File: config.mk
export PLATFORM = sky130hd
export DESIGN_NAME = bank_decoder
export DESIGN_NICKNAME = d
export VERILOG_FILES = /design/src/hw/c16_mem_pkg.sv /design/src/hw/bank_decoder.sv
export VERILOG_INCLUDE_DIRS = /design/src /design/src/hw
export SDC_FILE = /design/constraint.sdc
export NUM_CORES = 1
export LEC_CHECK = 0
export BUFFER_PORTS_ARGS = -buffer_cell sky130_fd_sc_hd__buf_2
export CAP_MARGIN = 40
export CORE_AREA = 2 2 39 41
export CTS_CLUSTER_SIZE = 16
export DETAILED_ROUTE_END_ITERATION = 12
export DIE_AREA = 0 0 41 43
export PLACE_DENSITY_LB_ADDON = 0.2
export SYNTH_ARGS = -nofsm -noshare
export SYNTH_HDL_FRONTEND = slang
export SYNTH_SLANG_ARGS = --single-unit
export TNS_END_PERCENT = 1
File: constraint.sdc
create_clock -name clk_sys -period 1.9 [get_ports clk_sys]
set_clock_uncertainty 0.05 [all_clocks]
set_input_delay 0.285 -clock clk_sys [delete_from_list [all_inputs] [get_ports clk_sys]]
set_output_delay 0.285 -clock clk_sys [all_outputs]
set_load 0.005 [all_outputs]
File: src/hw/c16_mem_consts.svh
/*
 * Shared constants for the C16/Plus/4 memory block.
 * Widths, download indexes, ROM slot numbers and the fixed CPU
 * addresses used by the router, the decoder and the fabric.
 * Include wherever one of these values is needed.
 */
`ifndef C16_MEM_CONSTS_SVH
`define C16_MEM_CONSTS_SVH

// Bus and memory widths
`define C16_ADDR_W      16
`define C16_DATA_W      8
`define ROM_ADDR_W      14
`define DL_ADDR_W       25
`define DL_SLOT_W       11

// Download stream indexes
`define DL_IDX_SYS      8'd0
`define DL_IDX_PRG      8'd1
`define DL_IDX_CART     8'd2

// 16 KB slots inside a system ROM image
`define SLOT_KERNAL     11'd1
`define SLOT_BASIC      11'd2
`define SLOT_FUNC_LO    11'd3
`define SLOT_FUNC_HI    11'd4

// 16 KB slots inside a cartridge image
`define SLOT_CART_LO    11'd0
`define SLOT_CART_HI    11'd1

// CPU addresses with a fixed meaning
`define ADDR_ROM_ON     16'hFF3E
`define ADDR_RAM_ON     16'hFF3F
`define PAGE_BANK_SEL   12'hFDD
`define PAGE_KERNAL_FIX 8'hFC
`define IO_LO           16'hFD00
`define IO_HI           16'hFF3F

// BASIC pointer low bytes, high byte sits at the next address
`define PTR_PATCH_0     16'h002D
`define PTR_PATCH_1     16'h002F
`define PTR_PATCH_2     16'h0031
`define PTR_PATCH_3     16'h009D

`endif

File: src/hw/c16_mem_pkg.sv
/*
 * Types shared by the C16/Plus/4 memory block.
 * Download beats, Wishbone requests, RAM and ROM write strobes and
 * the memory map classification all travel as the structs below.
 */
`include "c16_mem_consts.svh"

package c16_mem_pkg;

	////////////////////////////////////////////////////////////
	// Memory sources seen from the CPU bus
	////////////////////////////////////////////////////////////
	typedef enum logic [2:0] {
		SRC_RAM,
		SRC_KERNAL,
		SRC_BASIC,
		SRC_FUNC_LO,
		SRC_FUNC_HI,
		SRC_CART_LO,
		SRC_CART_HI,
		SRC_OPEN
	} mem_src_e;

	// One download address, as a byte count or as slot plus offset
	typedef union packed {
		logic [`DL_ADDR_W-1:0] flat;
		struct packed {
			logic [`DL_SLOT_W-1:0]  slot;
			logic [`ROM_ADDR_W-1:0] offset;
		} split;
	} dl_addr_u;

	typedef struct packed {
		logic                   active;  // High for the whole transfer
		logic                   wr;      // Byte strobe
		logic [7:0]             index;
		dl_addr_u               addr;
		logic [`C16_DATA_W-1:0] data;
	} dl_beat_t;

	////////////////////////////////////////////////////////////
	// CPU side and internal write strobes
	////////////////////////////////////////////////////////////
	typedef struct packed {
		logic                   cyc;
		logic                   stb;
		logic                   we;
		logic [`C16_ADDR_W-1:0] adr;
		logic [`C16_DATA_W-1:0] dat;
	} wb_req_t;

	typedef struct packed {
		logic                   we;
		logic [`C16_ADDR_W-1:0] addr;
		logic [`C16_DATA_W-1:0] data;
	} ram_wr_t;

	typedef struct packed {
		logic                   we;
		mem_src_e               slot;
		logic [`ROM_ADDR_W-1:0] offset;
		logic [`C16_DATA_W-1:0] data;
	} rom_wr_t;

	typedef struct packed {
		mem_src_e src;
		logic     io;      // Address lies in FD00..FF3F
	} map_sel_t;

endpackage

File: src/hw/bank_decoder.sv
/*
 * CPU memory map of the C16/Plus/4.
 * Keeps the ROM enable and the Plus/4 bank latch, both set by bus
 * writes, and classifies the current bus address into a source.
 */
`include "c16_mem_consts.svh"
`timescale 1ns/1ps

module bank_decoder (
	input  logic                  clk_sys,
	input  logic                  reset,
	input  logic                  model_i,
	input  c16_mem_pkg::wb_req_t  wb_i,
	output c16_mem_pkg::map_sel_t map_o
);
	import c16_mem_pkg::*;

	logic       model_q;    // 1 for Plus/4
	logic       rom_on_q;
	logic [1:0] bank_lo_q;
	logic [1:0] bank_hi_q;
	logic       wr_req;
	logic       in_io;
	mem_src_e   src;

	assign wr_req = wb_i.cyc && wb_i.stb && wb_i.we;

	////////////////////////////////////////////////////////////
	// Latches written from the bus
	////////////////////////////////////////////////////////////
	always_ff @(posedge clk_sys) begin
		if (reset) begin
			model_q   <= model_i;
			rom_on_q  <= 1'b1;
			bank_lo_q <= 2'd0;
			bank_hi_q <= 2'd0;
		end else if (wr_req) begin
			if (wb_i.adr == `ADDR_ROM_ON) begin
				rom_on_q <= 1'b1;
			end
			if (wb_i.adr == `ADDR_RAM_ON) begin
				rom_on_q <= 1'b0;
			end
			// Bank number comes from the low address nibble
			if (model_q && (wb_i.adr[15:4] == `PAGE_BANK_SEL)) begin
				bank_hi_q <= wb_i.adr[3:2];
				bank_lo_q <= wb_i.adr[1:0];
			end
		end
	end

	////////////////////////////////////////////////////////////
	// Address classification
	////////////////////////////////////////////////////////////
	assign in_io = (wb_i.adr >= `IO_LO) && (wb_i.adr <= `IO_HI);

	always_comb begin
		src = SRC_RAM;
		if (!wb_i.adr[15] || !rom_on_q) begin
			src = SRC_RAM;
		end else if (!wb_i.adr[14]) begin
			// 8000..BFFF
			case (bank_lo_q)
				2'd0:    src = SRC_BASIC;
				2'd1:    src = SRC_CART_LO;
				2'd2:    src = SRC_FUNC_LO;
				default: src = SRC_OPEN;
			endcase
		end else if (wb_i.adr[15:8] == `PAGE_KERNAL_FIX) begin
			src = SRC_KERNAL;
		end else begin
			case (bank_hi_q)
				2'd0:    src = SRC_KERNAL;
				2'd1:    src = SRC_CART_HI;
				2'd2:    src = SRC_FUNC_HI;
				default: src = SRC_OPEN;
			endcase
		end
	end

	assign map_o = '{src: src, io: in_io};

endmodule

### Word-level counts from Yosys, hierarchy flattened

Cells that the tools add are included.

* output and inout port bits: 4
* memories: 0
* register bits: 6
* word-level logic and storage cells: 33
* bits in latches: 0
* bits in read-only memories: 0
* bits of input ports: 30
* bits in writable memories: 0

* shift-type cells: 0
* bitwise logic cells: 0
* reduce and logical (&&, ||, !) cells: 12
* muxes and demuxes: 7
* $add $sub $neg: 0
* divide/modulo/power cells: 0
* multiply operators: 0
* magnitude comparators: 2
* eq/ne operators: 8

Operator list (count)
* == test 16 bit (second input constant): 2
* case mux 3 bit (3 select lines): 2
* >= comparator 16 bit (second input constant): 1
* less-or-equal comparator 16 bit (second input constant): 1
* == test 12 bit (second input constant): 1
* 2-to-1 mux 3 bit: 3
* == test 8 bit (second input constant): 1
* == test 2 x 1 -> 1 bit (second input constant): 2
* == test 2 bit (second input constant): 2
* logical AND 1 bit: 4
* logical NOT 2 bit: 2
* AND reduction 2 bit: 2
* logical NOT 1 bit: 2
* 2-to-1 mux 1 bit: 2
* nonzero test 2 bit: 1
* logical OR 1 bit: 1

### Logic depth before layout (Yosys ltp)

* word-level depth: 5
* depth in mapped cells: 4
* mapped depth without buffers: 4

### Worst setup path before layout

Ideal clock, no wire load.

* kind: in2out
* start: in wb_i[21] (netlist bit)
* end: out map_o[2] (netlist bit)
* data arrival time: 1030 ps
* required time: 1565 ps
* cell stages on the path: 4
* path buffers: 0
* setup slack: 535 ps
* path through: and4_1 > nand3_1 > o21ai_0 > a221oi_1

RTL lines
* start, declared: line bank_decoder.sv:13 `input c16_mem_pkg::wb_req_t wb_i,`
* end, declared: line bank_decoder.sv:14 `output c16_mem_pkg::map_sel_t map_o`

==> impl_results.md <==
* CTS max path bufs at 2
* Pwr Density at 493 mW/mm^2
* Via count at 472
* Switching share of power at 23.2%
* Reg power frac at 42.6%
* GRT Residual Overflow at 0
* Post-synth top area share at 21.6%
* Postcts setup bufs at 0
* Clock power frac at 41.8%
* Worst setup EP type: primary output
* Cts repair resizes at 0
* Switch Pwr at 0.0718 mW
* Core region area at 0.00138 sq mm
* Post-synthesis sequential area ratio at 28.0%
* Root buffer cell: clkbuf_4
* Chip height at 43 um
* Fin. Hold Viols at 0
* CTS buffer count at 3
* Hold_sp: model_i
* Final net count at 112
* Yosys cell types at 26
* GRT Util Overall at 13.3%
* Area grow syn2layout at 35.3%
* Slew HR at 77.7%
* FF+latch count, synth at 6
* Actual slew at the worst max-slew pin at 0.330 ns
* Status: finished clean
* CTS Hold Bufs at 0
* Routability Congestion at 0.681
* Vias in the first global route at 412
* Fin crit share at 87.0%
* Final wirelength at 940 um
* Reg clk slew, reported paths at 0.05 ns
* Die area at 0.00176 sq mm
* Avg Cell Area, Syn at 9.28 sq um
* # port buffers at 25
* Fillers at 131
* FF/Latch Area at 130 sq um
* Synth warn at 0
* # diodes at 0
* WP data arrival at 1.32 ns
* Number of core rows at 14
* Critical path type: in -> out
* Multi-input gate area at 319 sq um
* Num Clock Sinks at 6
* Comb power frac at 15.7%
* Startpoint Class: input port
* Max incr delay on CP at 0.30 ns
* Fmax achieved at 605 MHz
* Total Power at 0.310 mW
* Post-synth top area cell: dfxtp_1
* Internal Power at 0.238 mW
* Setup_tns at 0 ns
* Final setup viols at 0
* Initial antenna violation count at 0
* # DRC at 0
* Final Max Tran Viols at 0
* Syn Inst Count at 50
* Worst vdd ir at 330 uV
* Main synth FF type: dfxtp_1
* Clk_lat worst skew at 0.25 ns
* Most frequent cells in the layout: buf_2 (25), nand2b_1 (9), dfxtp_1 (5)
* Commonest non-fill, non-tap cell in the layout: buf_2
* Slowest CP cell: a221oi_1
* Crit-path most repeated cell: buf_2
* Pin count of the biggest net entering global routing at 11
* WP data required at 1.56 ns
* RSZ-0062 raised after global routing: false
* Min-delay worst type: in -> reg
* Die width at 41 um
* Crit path cell chain: buf_2, and4_1, nand3_1, o21ai_0, a221oi_1, buf_2
* Top cells by area, synth: dfxtp_1 (22%), nand2b_1 (12%), mux2i_1 (8.6%)
* Post-synth EDFFs at 1
* 1st-iter DRT viols at 3
* Tmin final at 1.65 ns
* Number of iterations in the first detailed-routing pass at 4
* Fraction of layout cells with a size suffix above 1 at 42.3%
* Net Count, Synth at 83
* H-tree depth at 1
* Worst-path maximum fanout at 3
* First-pass GRT wire length at 1640 um
* Reg2reg start: rom_on_q
* DR WL/cell at 10.0 um
* Share of synthesized flip-flops with an asynchronous set or reset at 0%
* Leak pwr at 0.266 nW
* Start point of the critical path: wb_i[21]
* Antenna-violating nets left at 0
* I/O pin count at 34
* Max Cap Violations at 0
* Drt via density at 5.02
* Mapped Area at 464 sq um
* CTS tree: built
* Starting Density at 33.5%
-- state kept, by name (all words and copies together), names as in the netlist --
signal	flops
bank_hi_q	2
bank_lo_q	2
model_q	1
rom_on_q	1
-- logic make-up after synthesis --
| logic type | after synthesis | share of synthesized area (%) |
|---|---|---|
| compound gates | 6 | 8.89 |
| fa+ha+maj | 3 | 8.09 |
| buf+inv | 3 | 3.24 |
| flops | 6 | 28.0 |
| mux | 5 | 11.1 |
| simple gates | 27 | 40.7 |
-- critical path, delay by kind of cell --
family | cells | cell delay (ns)
buffers and inverters | 2 | 0.25
AND/OR/NAND/NOR | 2 | 0.37
AO/OA/AOI/OAI | 2 | 0.40
-- synthesized netlist by cell type (2+ instances only) --
| cell type | number |
|---|---|
| ha_1 | 3 |
| nand2b_1 | 9 |
| nand3_1 | 3 |
| and4_1 | 2 |
| nor2_1 | 4 |
| inv_1 | 2 |
| dfxtp_1 | 5 |
| mux2i_1 | 4 |
-- final cells by class --
| type | instances | share of cell area [%] |
|---|---|---|
| Inverter | 2 | 1.20 |
| Multi-Input combinational cell | 41 | 50.8 |
| Sequential cell | 6 | 20.7 |
| Timing Repair Buffer | 25 | 19.9 |
| Clock buffer | 4 | 4.18 |
| Tap cell | 16 | 3.19 |
-- per-layer routing --
metal  GRT usage [%]  wire length (um)
met1            17.7               416
met3            3.14                66
met4            6.00                13
met2            19.4               443
met5               0                 0
-- stage by stage --
stage / worst slack, ns / std cells / instance area [sq um] / utilization, % / hold WS [ns]
global placement: 0.249 / 90 / 602 / 43.5 / 0.414
global route: 0.0912 / 94 / 628 / 45.4 / 0.141
floorplan: 0.535 / 50 / 464 / - / 0.334
finish: 0.247 / 94 / 628 / 45.4 / 0.157
CTS: 0.237 / 94 / 628 / 45.4 / 0.155
detailed placement: 0.236 / 90 / 602 / 43.5 / 0.414
-- path summary, 6_finish.rpt --
path	end	slack (ns)	depth (start not counted)
hold reg to reg	bank_lo_q[1]	0.45	2
setup reg to reg	rom_on_q	0.84	2
hold / removal	model_q	0.16	1
setup / recovery	map_o[2]	0.25	6
-- power by group through the flow --
| stage | sequential [mW] | clock, mW | combinational, mW |
|---|---|---|---|
| floorplan | 0.134 | 0 | 0.0171 |
| global placement | 0.134 | 0 | 0.0482 |
| detailed placement | 0.134 | 0 | 0.0489 |
| CTS | 0.132 | 0.132 | 0.0491 |
| global route | 0.132 | 0.144 | 0.0548 |
| finish | 0.132 | 0.129 | 0.0485 |
No activity file was read; power rests on OpenSTA's default activity.
