$ cat config.mk
export PLATFORM = sky130hd
export DESIGN_NAME = download_router
export DESIGN_NICKNAME = d
export VERILOG_FILES = /design/src/hw/c16_mem_pkg.sv /design/src/hw/download_router.sv
export VERILOG_INCLUDE_DIRS = /design/src /design/src/hw
export SDC_FILE = /design/constraint.sdc
export NUM_CORES = 1
export LEC_CHECK = 0
export ABC_CLOCK_PERIOD_IN_PS = 3500
export BUFFER_PORTS_ARGS = -buffer_cell sky130_fd_sc_hd__buf_2
export CAP_MARGIN = 0
export CORE_MARGIN = 2
export CORE_UTILIZATION = 45
export DETAILED_ROUTE_END_ITERATION = 7
export PLACE_DENSITY = 0.73
export SLEW_MARGIN = 20
export SYNTH_ARGS = -nofsm -noshare
export SYNTH_HDL_FRONTEND = slang
export SYNTH_SLANG_ARGS = --single-unit
$ cat constraint.sdc
create_clock -name clk_sys -period 3.5 [get_ports clk_sys]
set_input_delay 0.7 -clock clk_sys [delete_from_list [all_inputs] [get_ports clk_sys]]
set_output_delay 0.7 -clock clk_sys [all_outputs]
set_load 0.005 [all_outputs]
$ cat src/hw/c16_mem_consts.svh
/*
 * Shared constants for the C16/Plus/4 memory block.
 * Widths, download indexes, ROM slot numbers and the fixed CPU
 * addresses used by the router, the decoder and the fabric.
 * Include wherever one of these values is needed.
 */
`ifndef C16_MEM_CONSTS_SVH
`define C16_MEM_CONSTS_SVH

// Bus and memory widths
`define C16_ADDR_W      16
`define C16_DATA_W      8
`define ROM_ADDR_W      14
`define DL_ADDR_W       25
`define DL_SLOT_W       11

// Download stream indexes
`define DL_IDX_SYS      8'd0
`define DL_IDX_PRG      8'd1
`define DL_IDX_CART     8'd2

// 16 KB slots inside a system ROM image
`define SLOT_KERNAL     11'd1
`define SLOT_BASIC      11'd2
`define SLOT_FUNC_LO    11'd3
`define SLOT_FUNC_HI    11'd4

// 16 KB slots inside a cartridge image
`define SLOT_CART_LO    11'd0
`define SLOT_CART_HI    11'd1

// CPU addresses with a fixed meaning
`define ADDR_ROM_ON     16'hFF3E
`define ADDR_RAM_ON     16'hFF3F
`define PAGE_BANK_SEL   12'hFDD
`define PAGE_KERNAL_FIX 8'hFC
`define IO_LO           16'hFD00
`define IO_HI           16'hFF3F

// BASIC pointer low bytes, high byte sits at the next address
`define PTR_PATCH_0     16'h002D
`define PTR_PATCH_1     16'h002F
`define PTR_PATCH_2     16'h0031
`define PTR_PATCH_3     16'h009D

`endif

$ cat src/hw/c16_mem_pkg.sv
/*
 * Types shared by the C16/Plus/4 memory block.
 * Download beats, Wishbone requests, RAM and ROM write strobes and
 * the memory map classification all travel as the structs below.
 */
`include "c16_mem_consts.svh"

package c16_mem_pkg;

	////////////////////////////////////////////////////////////
	// Memory sources seen from the CPU bus
	////////////////////////////////////////////////////////////
	typedef enum logic [2:0] {
		SRC_RAM,
		SRC_KERNAL,
		SRC_BASIC,
		SRC_FUNC_LO,
		SRC_FUNC_HI,
		SRC_CART_LO,
		SRC_CART_HI,
		SRC_OPEN
	} mem_src_e;

	// One download address, as a byte count or as slot plus offset
	typedef union packed {
		logic [`DL_ADDR_W-1:0] flat;
		struct packed {
			logic [`DL_SLOT_W-1:0]  slot;
			logic [`ROM_ADDR_W-1:0] offset;
		} split;
	} dl_addr_u;

	typedef struct packed {
		logic                   active;  // High for the whole transfer
		logic                   wr;      // Byte strobe
		logic [7:0]             index;
		dl_addr_u               addr;
		logic [`C16_DATA_W-1:0] data;
	} dl_beat_t;

	////////////////////////////////////////////////////////////
	// CPU side and internal write strobes
	////////////////////////////////////////////////////////////
	typedef struct packed {
		logic                   cyc;
		logic                   stb;
		logic                   we;
		logic [`C16_ADDR_W-1:0] adr;
		logic [`C16_DATA_W-1:0] dat;
	} wb_req_t;

	typedef struct packed {
		logic                   we;
		logic [`C16_ADDR_W-1:0] addr;
		logic [`C16_DATA_W-1:0] data;
	} ram_wr_t;

	typedef struct packed {
		logic                   we;
		mem_src_e               slot;
		logic [`ROM_ADDR_W-1:0] offset;
		logic [`C16_DATA_W-1:0] data;
	} rom_wr_t;

	typedef struct packed {
		mem_src_e src;
		logic     io;      // Address lies in FD00..FF3F
	} map_sel_t;

endpackage

$ cat src/hw/download_router.sv
/*
 * Download port of the memory block.
 * Program files go to main RAM from the load address held in their
 * first two bytes. When the transfer ends the end address is written
 * into the BASIC pointers. ROM and cart images go to their slots.
 */
`include "c16_mem_consts.svh"
`timescale 1ns/1ps

module download_router (
	input  logic                  clk_sys,
	input  logic                  reset,
	input  c16_mem_pkg::dl_beat_t dl_i,
	output c16_mem_pkg::ram_wr_t  ram_wr_o,
	output c16_mem_pkg::rom_wr_t  rom_wr_o
);
	import c16_mem_pkg::*;

	logic                   beat;
	logic                   prg_beat;
	logic                   hdr_byte;
	logic                   prg_q;
	logic                   prg_end;
	logic [3:0]             patch_q;
	logic [`C16_ADDR_W-1:0] load_addr_q;
	logic [`C16_ADDR_W-1:0] patch_base;
	logic                   rom_hit;
	mem_src_e               rom_src;

	logic                   ram_we_q;
	logic [`C16_ADDR_W-1:0] ram_addr_q;
	logic [`C16_DATA_W-1:0] ram_data_q;
	logic                   rom_we_q;
	mem_src_e               rom_slot_q;
	logic [`ROM_ADDR_W-1:0] rom_off_q;
	logic [`C16_DATA_W-1:0] rom_data_q;

	assign beat     = dl_i.active && dl_i.wr;
	assign prg_beat = beat && (dl_i.index == `DL_IDX_PRG);
	// Bytes 0 and 1 carry the load address
	assign hdr_byte = (dl_i.addr.flat[`DL_ADDR_W-1:1] == '0);
	assign prg_end  = prg_q && !dl_i.active;

	// Pointer pair for the running patch step
	always_comb begin
		case (patch_q[3:2])
			2'd0:    patch_base = `PTR_PATCH_0;
			2'd1:    patch_base = `PTR_PATCH_1;
			2'd2:    patch_base = `PTR_PATCH_2;
			default: patch_base = `PTR_PATCH_3;
		endcase
	end

	// ROM slot lookup from the slot view of the address
	always_comb begin
		rom_hit = beat;
		rom_src = SRC_OPEN;
		if (dl_i.index == `DL_IDX_SYS) begin
			case (dl_i.addr.split.slot)
				`SLOT_KERNAL:  rom_src = SRC_KERNAL;
				`SLOT_BASIC:   rom_src = SRC_BASIC;
				`SLOT_FUNC_LO: rom_src = SRC_FUNC_LO;
				`SLOT_FUNC_HI: rom_src = SRC_FUNC_HI;
				default:       rom_hit = 1'b0;
			endcase
		end else if (dl_i.index == `DL_IDX_CART) begin
			case (dl_i.addr.split.slot)
				`SLOT_CART_LO: rom_src = SRC_CART_LO;
				`SLOT_CART_HI: rom_src = SRC_CART_HI;
				default:       rom_hit = 1'b0;
			endcase
		end else begin
			rom_hit = 1'b0;
		end
	end

	////////////////////////////////////////////////////////////
	// Control state and the patch sequencer
	////////////////////////////////////////////////////////////
	always_ff @(posedge clk_sys) begin
		if (reset) begin
			prg_q    <= 1'b0;
			patch_q  <= 4'd0;
			ram_we_q <= 1'b0;
			rom_we_q <= 1'b0;
		end else begin
			prg_q    <= dl_i.active && (dl_i.index == `DL_IDX_PRG);
			ram_we_q <= (prg_beat && !hdr_byte) || patch_q[0];
			rom_we_q <= rom_hit;
			// Odd steps write, so one byte every second cycle
			if (prg_end) begin
				patch_q <= 4'd1;
			end else if (patch_q != 4'd0) begin
				patch_q <= patch_q + 4'd1;
			end
		end
	end

	always_ff @(posedge clk_sys) begin
		if (prg_beat) begin
			if (dl_i.addr.flat == `DL_ADDR_W'd0) begin
				load_addr_q[7:0] <= dl_i.data;
			end else if (dl_i.addr.flat == `DL_ADDR_W'd1) begin
				load_addr_q[15:8] <= dl_i.data;
			end else begin
				load_addr_q <= load_addr_q + 1'b1;
			end
		end
		if (patch_q[0]) begin
			ram_addr_q <= patch_base + {{(`C16_ADDR_W-1){1'b0}}, patch_q[1]};
			ram_data_q <= patch_q[1] ? load_addr_q[15:8] : load_addr_q[7:0];
		end else begin
			ram_addr_q <= load_addr_q;
			ram_data_q <= dl_i.data;
		end
		rom_slot_q <= rom_src;
		rom_off_q  <= dl_i.addr.split.offset;
		rom_data_q <= dl_i.data;
	end

	assign ram_wr_o = '{we: ram_we_q, addr: ram_addr_q, data: ram_data_q};
	assign rom_wr_o = '{we: rom_we_q, slot: rom_slot_q, offset: rom_off_q, data: rom_data_q};

endmodule

Yosys cells after proc, flatten, opt, wreduce, memory -nomap -nowiden
Index checks and enable logic that the tools add are counted.
{ "classes": {"muxes": 17, "add_sub_neg": 3, "n_reduce_logical": 20, "eq_ne": 10, "bitwise_logic": 1} }
{ "op_table": {"columns": ["op", "count"], "rows": [
  ["8-bit 2-to-1 mux", 5],
  ["25-bit by 1-bit == test with 1-bit output, second input constant", 1],
  ["25-bit zero test", 1],
  ["24-bit zero test", 1],
  ["8-bit case mux with 3 select lines", 1],
  ["11-bit by 2-bit == test with 1-bit output, second input constant", 2],
  ["16-bit by 1-bit adder with 16-bit output, second input constant", 1],
  ["16-bit 2-to-1 mux", 1],
  ["3-bit case mux with 4 select lines", 1],
  ["11-bit by 1-bit == test with 1-bit output, second input constant", 1],
  ["11-bit by 3-bit == test with 1-bit output, second input constant", 1],
  ["11-bit zero test", 1],
  ["8-bit by 1-bit adder with 9-bit output", 1],
  ["8-bit by 1-bit == test with 1-bit output, second input constant", 1],
  ["8-bit by 2-bit == test with 1-bit output, second input constant", 1],
  ["8-bit zero test", 1],
  ["1-bit 2-to-1 mux", 6],
  ["1-bit logical AND", 5],
  ["4-bit by 1-bit adder with 4-bit output, second input constant", 1],
  ["2-bit case mux with 2 select lines", 1],
  ["2-bit AND reduction", 2],
  ["4-bit nonzero test", 1],
  ["2-bit OR reduction", 2],
  ["4-bit OR reduction", 1],
  ["other kinds (10)", 11]
]} }
{ "word_totals": {"word_cells": 63, "in_bits": 45, "ff_bits": 72, "output_inout_bits": 51} }

Depth between registers and ports, before layout
Gate-level depths: netlist of the first run.
{ "logic_depth": {"word_depth": 5, "mapped_depth": 6, "depth_no_buf": 5} }

Worst setup path after synthesis of the first run
Ideal clock, no wire load.
{ "synth_timing": {"path_kind": "input to register", "startpoint": "input port dl_i[23] (netlist name)", "endpoint": "register load_addr_q[1] (data pin)", "t_required_ps": 3240, "stages": 5, "arrival_ps": 1957, "setup_slack_ps": 1283, "n_path_buf": 1, "setup_ps": 260, "path_cell_list": "buf_6 > nor4_2 > nand4_1 > nor3_4 > mux2_2"} }
{ "synth_via": {"elab_chain_len": 2} }
{ "synth_rtl": {"columns": ["item", "line_no", "text"], "rows": [
  ["start: declaration", "download_router.sv:13", "input c16_mem_pkg::dl_beat_t dl_i,"],
  ["25-bit zero test", "download_router.sv:101", "if (dl_i.addr.flat == `DL_ADDR_W'd0) begin"],
  ["8-bit 2-to-1 mux", "download_router.sv:101", null],
  ["end signal: assignment", "download_router.sv:102", "load_addr_q[7:0] <= dl_i.data;"],
  ["end signal: assignment", "download_router.sv:106", "load_addr_q <= load_addr_q + 1'b1;"],
  ["end: declaration", "download_router.sv:25", "logic [`C16_ADDR_W-1:0] load_addr_q;"]
]} }
No other way between the ends.
A chain may end at the register's enable or synchronous reset.

Worst setup path after layout of the first run
{ "layout_timing": {"startpoint": "input port dl_i[25] (netlist name)", "endpoint": "register load_addr_q[4] (data pin)"} }
Same word-level chain as after synthesis.

==> results of run 1 <==
==> layout by cell type, fill, tap and decap left out, types with 6 or more instances in the layout <==
cell	n
dfxtp_1	56
xnor2_1	10
edfxtp_1	16
nand3_1	8
nand2_1	13
ha_1	6
nor4_1	9
a21oi_1	11
xor2_1	10
buf_2	95
nor2b_1	10
nor2_1	19
mux2_2	17
clkbuf_8	12
mux2i_1	12
==> sequential cells by signal, indices dropped and copies added (netlist names) <==
| signal | count |
|---|---|
| ram_we_q | 1 |
| rom_off_q | 14 |
| prg_q | 1 |
| patch_q | 4 |
| ram_data_q | 8 |
| rom_slot_q | 3 |
| rom_data_q | 8 |
| rom_we_q | 1 |
| load_addr_q | 16 |
| ram_addr_q | 16 |
==> worst max-delay path: stages <==
cell and delay, ns:
buf_2 0.10, nor4_1 0.40, nand2_1 0.24, nor3_4 0.47, mux2_2 0.39
==> worst max path at each step <==
| stage | from | endpoint | slack, ns | cells after the start |
|---|---|---|---|---|
| finish | dl_i[25] | load_addr_q[4] | 1.29 | 5 |
| global route | dl_i[25] | load_addr_q[15] | 1.16 | 5 |
| CTS | dl_i[25] | load_addr_q[4] | 1.29 | 5 |
| detailed placement | dl_i[25] | load_addr_q[4] | 0.93 | 5 |
| global placement | dl_i[22] | load_addr_q[1] | 1.02 | 5 |
| floorplan | dl_i[23] | load_addr_q[1] | 1.28 | 5 |
==> power by group through the flow <==
stage          Clock [mW]  Sequential, mW  Combinational, mW
2_1_floorplan           0           0.949             0.0978
5_1_grt             0.739           0.925              0.233
3_5_place_dp            0           0.939              0.209
4_1_cts             0.692           0.920              0.210
3_3_place_gp            0           0.938              0.204
6_report            0.679           0.919              0.206
==> per-layer routing <==
metal | track usage, % | wire [um] | vias to the layer above | part of all wire (%)
met4 | 7.92 | 82 | 0 | 1.4
met2 | 28.8 | 2940 | 99 | 49
met3 | 5.84 | 520 | 7 | 8.7
met5 | 0 | 0 | - | 0
met1 | 20.6 | 2400 | 977 | 40
li1 | - | - | 1072 | -
==> cells by family after synthesis <==
family,count (synthesis)
simple gates,86
flops,72
mux,29
compound gates,21
xor+xnor,20
buf+inv,15
fa+ha+maj,6
==> cell type report <==
cell class	count	area [um2]	area share (%)
tap	75	93.8	2.63
sequential	72	1600	44.8
multi-input combinational	162	1170	32.7
clock buffer	13	169	4.73
inverter	4	15.0	0.420
timing repair buffer	96	483	13.5
clock inverter	3	40.0	1.12
==> out/qor.csv, run 1 <==
stage,metric,value,unit
pwr,peakVddDrop,366,uV
synth,async_reset_ff_share,0,%
finish,final_area,3570,um2
sta,period_needed,2.21,ns
sta,tightest_slew,0.854,ns
synth,avgSynthCellArea,11.4,um2
synth,synth_top_area_share,39.4,%
pwr,p_per_area,505,nW/um2
pwr,power_frac_clock,37.6,%
cts,insertion_delay,0.34,ns
place,pre_cts_slack,0.932,ns
grt,grt_start_max_net_pins,36,
job,cap_viol_max_count,0,
synth,synth-simple-area-share,17.0,%
synth,yosysMostFrequentCell,dfxtp_1,
worst_setup_path,critical_path_required,3.60,ns
place,post_dp_cell_area,3360,um2
finish,final_core_util,59.3,%
worst_setup_path,rr_endpoint,load_addr_q[15],
floorplanning,die-area,6980,um2
route,routed_wl,5940,um
pwr,p_sw,415,uW
synth,post_synth_num_cell_types,38,
cts,ctsHoldBuffers,0,
floorplanning,row_count,28,
route,viasPerCell,5.07,
finish,nets,396,
worst_setup_path,end_kind,register,
finish,fill_cells,512,
sta,relSlewSlack,42.8,%
pwr,switching_share,23.0,%
sta,fin_ws,1.29,ns
synth,synthXorXnorAreaFrac,6.15,%
pwr,power,1.80,mW
synth,synth.area.mux_share,10.9,%
cts,clk_pin_slew,0.07,ns
cts,cts_buffers,9,
finish,syn_to_final_growth,25.3,%
worst_hold_path,whs_path_depth,1,
grt,grt_pass1_vias,2058,
cts,clockBufferDepth,2,
worst_hold_path,holdCritPathClass,input pin to register,
floorplanning,die_h,83.6,um
synth,synthTopCellsByCount,"dfxtp_1 (56), nor2_1 (19), mux2_2 (17)",
synth,synth_area,2850,um2
sta,hold_viol,0,
finish,diodes,0,
route,avgRoutedWirePerCell,14.0,um
sta,rsz0062_at_grt,false,
place,dp.cells,409,
cts,cts_tree,done,
floorplanning,ios,96,
synth,synth_edf_count,16,
cts,cts_root_buf,clkbuf_8,
synth,synth_top_family_by_area,simple AND/OR/NAND/NOR gates,
worst_hold_path,worstHoldStart,dl_i[17],
sta,min_period_over_period,63.2,%
worst_setup_path,arrival,2.31,ns
floorplanning,dieWidth,83.6,um
pwr,power_frac_comb,11.4,%
cts,cts_setup_buffers,0,
cts,cts_sinks,72,
worst_setup_path,reg2reg_depth,4,
synth,syn_nets,300,
sta,holdWs,0.470,ns
worst_setup_path,critical_path_class,input pin to register,
floorplanning,start_util,47.3,%
synth,synth-compound-area-share,4.30,%
place,gp_congestion,0.733,
pwr,seqPwrFrac,50.9,%
synth,synth_seq_cells,72,
cts,htree_levels,3,
worst_setup_path,reg2reg_from,load_addr_q[2],
cts,postCtsResizedCells,0,
worst_setup_path,cp_max_fo,9,
sta,setup_tns,0,ns
synth,ys_warn_count,0,
route,drt_iter0_drc,91,
synth,ys_seq_area_share,56.2,%
synth,yosys-top-cells-area,"dfxtp_1 (39%), edfxtp_1 (17%), mux2_2 (6.7%), mux2i_1 (4.2%), xnor2_1 (3.1%)",
pwr,p_leak,1.49,nW
floorplanning,core-area,6030,um2
sta,skew,0.00773,ns
run_status,status,"complete, no violations",
route,dr.pass1.iters,4,
synth,synth-adder-area-share,2.64,%
grt,grt_pass1_wl,9670,um
sta,slew_violations,0,
worst_hold_path,worst_hold_path.endpoint,rom_off_q[9],
route,num_vias,2155,
finish,layout-drive-gt1-share,37.4,%
sta,fmax,452,MHz
grt,antenna_found_initial,0,
finish,stdcell_count,425,
sta,setup_violations,0,
grt,track_usage,17.5,%
grt,grt_overflow,0,
worst_setup_path,r2r_slack,1.67,ns
synth,synthCells,249,
route,drc_errors,0,
pwr,internal-power,1.39,mW
worst_setup_path,critPathLaunchType,input pin,
synth,synth-main-ff-cell,dfxtp_1,
place,port-buffer-count,95,
synth,synth_top_area_cell,dfxtp_1,
place,hpwl,4390,um
route,antenna_left,0,
No activity file was read; power rests on OpenSTA's default activity.
==> run 2: changes to the inputs <==
--- a/config.mk
+++ b/config.mk
@@ -6,7 +6,7 @@
 export SDC_FILE = /design/constraint.sdc
 export NUM_CORES = 1
 export LEC_CHECK = 0
-export ABC_CLOCK_PERIOD_IN_PS = 3500
+export ABC_CLOCK_PERIOD_IN_PS = 2100
 export BUFFER_PORTS_ARGS = -buffer_cell sky130_fd_sc_hd__buf_2
 export CAP_MARGIN = 0
 export CORE_MARGIN = 2
==> constraint.sdc (replaced) <==
create_clock -name clk_sys -period 2.1 [get_ports clk_sys]
set_input_delay 0.42 -clock clk_sys [delete_from_list [all_inputs] [get_ports clk_sys]]
set_output_delay 0.42 -clock clk_sys [all_outputs]
set_load 0.005 [all_outputs]
==> out/qor.csv, run 2 (synthesis gave the netlist of run 1 again) <==
stage,metric,value,unit,change
route,dr.pass1.iters,4,,unchanged
grt,grt_pass1_vias,2126,,was 2058
cts,clk_pin_slew,0.07,ns,about the same
cts,insertion_delay,0.33,ns,was 0.34 ns
worst_hold_path,worstHoldStart,dl_i[18],,was dl_i[17]
worst_setup_path,worstPathCellList,"ha_1, and4_1, nand4_1, xnor2_1, mux2_2",,"was buf_2, nor4_1, nand2_1, nor3_4, mux2_2"
finish,fill_cells,522,,was 512
pwr,switching_share,23.4,%,was 23.0%
finish,layout_commonest_cell,buf_2,,unchanged
worst_setup_path,critical_path_class,register to register,,was input pin to register
floorplanning,core-area,6030,um2,unchanged
pwr,power_frac_comb,11.8,%,was 11.4%
cts,cts_tree,done,,unchanged
finish,nets,410,,was 396
sta,setup_tns,0,ns,unchanged
pwr,seqPwrFrac,52.3,%,was 50.9%
route,drc_errors,0,,unchanged
pwr,power_frac_clock,35.9,%,was 37.6%
cts,ctsHoldBuffers,0,,unchanged
route,drt_iter0_drc,77,,was 91
grt,grt_start_max_net_pins,36,,unchanged
sta,slew_violations,0,,unchanged
route,avgRoutedWirePerCell,13.6,um,was 14.0 um
finish,layout-drive-gt1-share,39.3,%,was 37.4%
finish,top_regs,"load_addr_q x16, ram_addr_q x16, rom_off_q x14",,unchanged
run_status,status,"complete, no violations",,unchanged
route,num_vias,2207,,was 2155
grt,track_usage,17.5,%,about the same
place,gp_congestion,0.798,,was 0.733
sta,fmax,532,MHz,
finish,multi_input_area,1170,um2,unchanged
worst_setup_path,critPathLaunchType,register,,was input pin
job,cap_viol_max_count,0,,unchanged
floorplanning,ios,96,,unchanged
worst_setup_path,reg2reg_from,load_addr_q[0],,was load_addr_q[2]
worst_hold_path,holdCritPathClass,input pin to register,,unchanged
sta,tightest_slew,0.482,ns,was 0.854 ns
route,viasPerCell,5.03,,was 5.07
grt,grt_overflow,0,,unchanged
place,hpwl,4400,um,was 4390 um
floorplanning,dieWidth,83.6,um,unchanged
floorplanning,die_h,83.6,um,unchanged
worst_setup_path,cp-startpoint,load_addr_q[0],,was dl_i[25]
sta,rsz0062_at_grt,false,,unchanged
route,antenna_left,0,,unchanged
pwr,internal-power,2.25,mW,was 1.39 mW
worst_setup_path,slowest_stage,edfxtp_1,,was nor3_4
cts,cts_setup_buffers,0,,unchanged
floorplanning,die-area,6980,um2,unchanged
worst_setup_path,cp_max_fo,6,,was 9
finish,final_core_util,60.9,%,was 59.3%
place,port-buffer-count,95,,unchanged
grt,antenna_found_initial,0,,unchanged
pwr,p_leak,1.55,nW,was 1.49 nW
floorplanning,start_util,47.3,%,unchanged
finish,diodes,0,,unchanged
sta,skew,0.00481,ns,was 0.00773 ns
worst_setup_path,crit_buf_inv,0,,was 1
grt,grt_pass1_wl,9840,um,was 9670 um
cts,postCtsResizedCells,0,,unchanged
cts,clockBufferDepth,2,,unchanged
floorplanning,row_count,28,,unchanged
sta,min_period_over_period,89.5,%,
route,routed_wl,5970,um,was 5940 um
cts,cts_buffers,9,,unchanged
worst_setup_path,cp_top_family,simple AND/OR/NAND/NOR gates,,unchanged
worst_setup_path,end_kind,register,,unchanged
finish,syn_to_final_growth,28.8,%,was 25.3%
worst_setup_path,critical_path_required,2.19,ns,was 3.60 ns
finish,final_cell_mix,"buf_2 (95), dfxtp_1 (56), nor2_1 (19)",,unchanged
worst_setup_path,arrival,1.96,ns,was 2.31 ns
cts,cts_sinks,72,,unchanged
worst_setup_path,cpPeakStageDelay,0.46,ns,was 0.47 ns
pwr,p_sw,686,uW,was 415 uW
pwr,p_per_area,799,nW/um2,was 505 nW/um2
sta,relSlewSlack,67.8,%,was 42.8%
pwr,peakVddDrop,583,uV,was 366 uV
sta,hold_viol,0,,unchanged
cts,htree_levels,3,,unchanged
sta,period_needed,1.88,ns,
finish,seqCellArea,1600,um2,unchanged
sta,setup_violations,0,,unchanged
cts,cts_root_buf,clkbuf_8,,unchanged
## run 2: cell types whose count changed in the layout (fill, tap and decap cells not counted), sizes merged
cell / change
buf: +14
clkbuf: -2
clkinv: +2
## run 2: worst paths after layout
kind,slack [ns],depth (start not counted),to
max,0.22,5,load_addr_q[14]
min,0.20,1,rom_off_q[10]
max reg2reg,0.22,5,load_addr_q[14]
min reg2reg,0.49,2,patch_q[0]
## run 2: power groups by stage
stage / Clock, mW / Combinational (mW) / Sequential (mW)
after floorplan: 0 / 0.163 / 1.58
after global placement: 0 / 0.346 / 1.56
after detailed placement: 0 / 0.351 / 1.56
after CTS: 1.08 / 0.353 / 1.53
after global routing: 1.14 / 0.386 / 1.54
final: 1.05 / 0.346 / 1.53
## run 2: worst register-to-register path: stages (launching register included)
cell	delay [ns]
edfxtp_1	0.46
ha_1	0.25
and4_1	0.36
nand4_1	0.16
xnor2_1	0.15
mux2_2	0.27
## run 2: layer usage
layer | vias to the layer above | part of all wire (%) | track usage (%)
li1 | 1101 | - | -
met3 | 6 | 8.0 | 6.82
met2 | 92 | 49 | 28.9
met4 | 0 | 1.0 | 5.72
met1 | 1008 | 42 | 21.0
met5 | - | 0 | 0
## run 2: area by class of cell
class                      count  area share, %
tap                           75           2.56
timing repair buffer         110           16.4
clock inverter                 5           1.30
multi-input combinational    162           31.9
inverter                       4          0.409
clock buffer                  11           3.85
sequential                    72           43.7
## run 2: per-stage QoR
stage,worst slack [ns],total power [mW],instance area (um2),instances,hold slack (ns)
detailed placement,-0.0862,1.92,3480,423,0.480
CTS,0.230,2.97,3670,439,0.179
floorplan,0.163,1.74,2850,249,0.448
global placement,-0.0229,1.91,3480,423,0.462
finish,0.221,2.93,3670,439,0.199
global route,0.103,3.07,3670,439,0.173
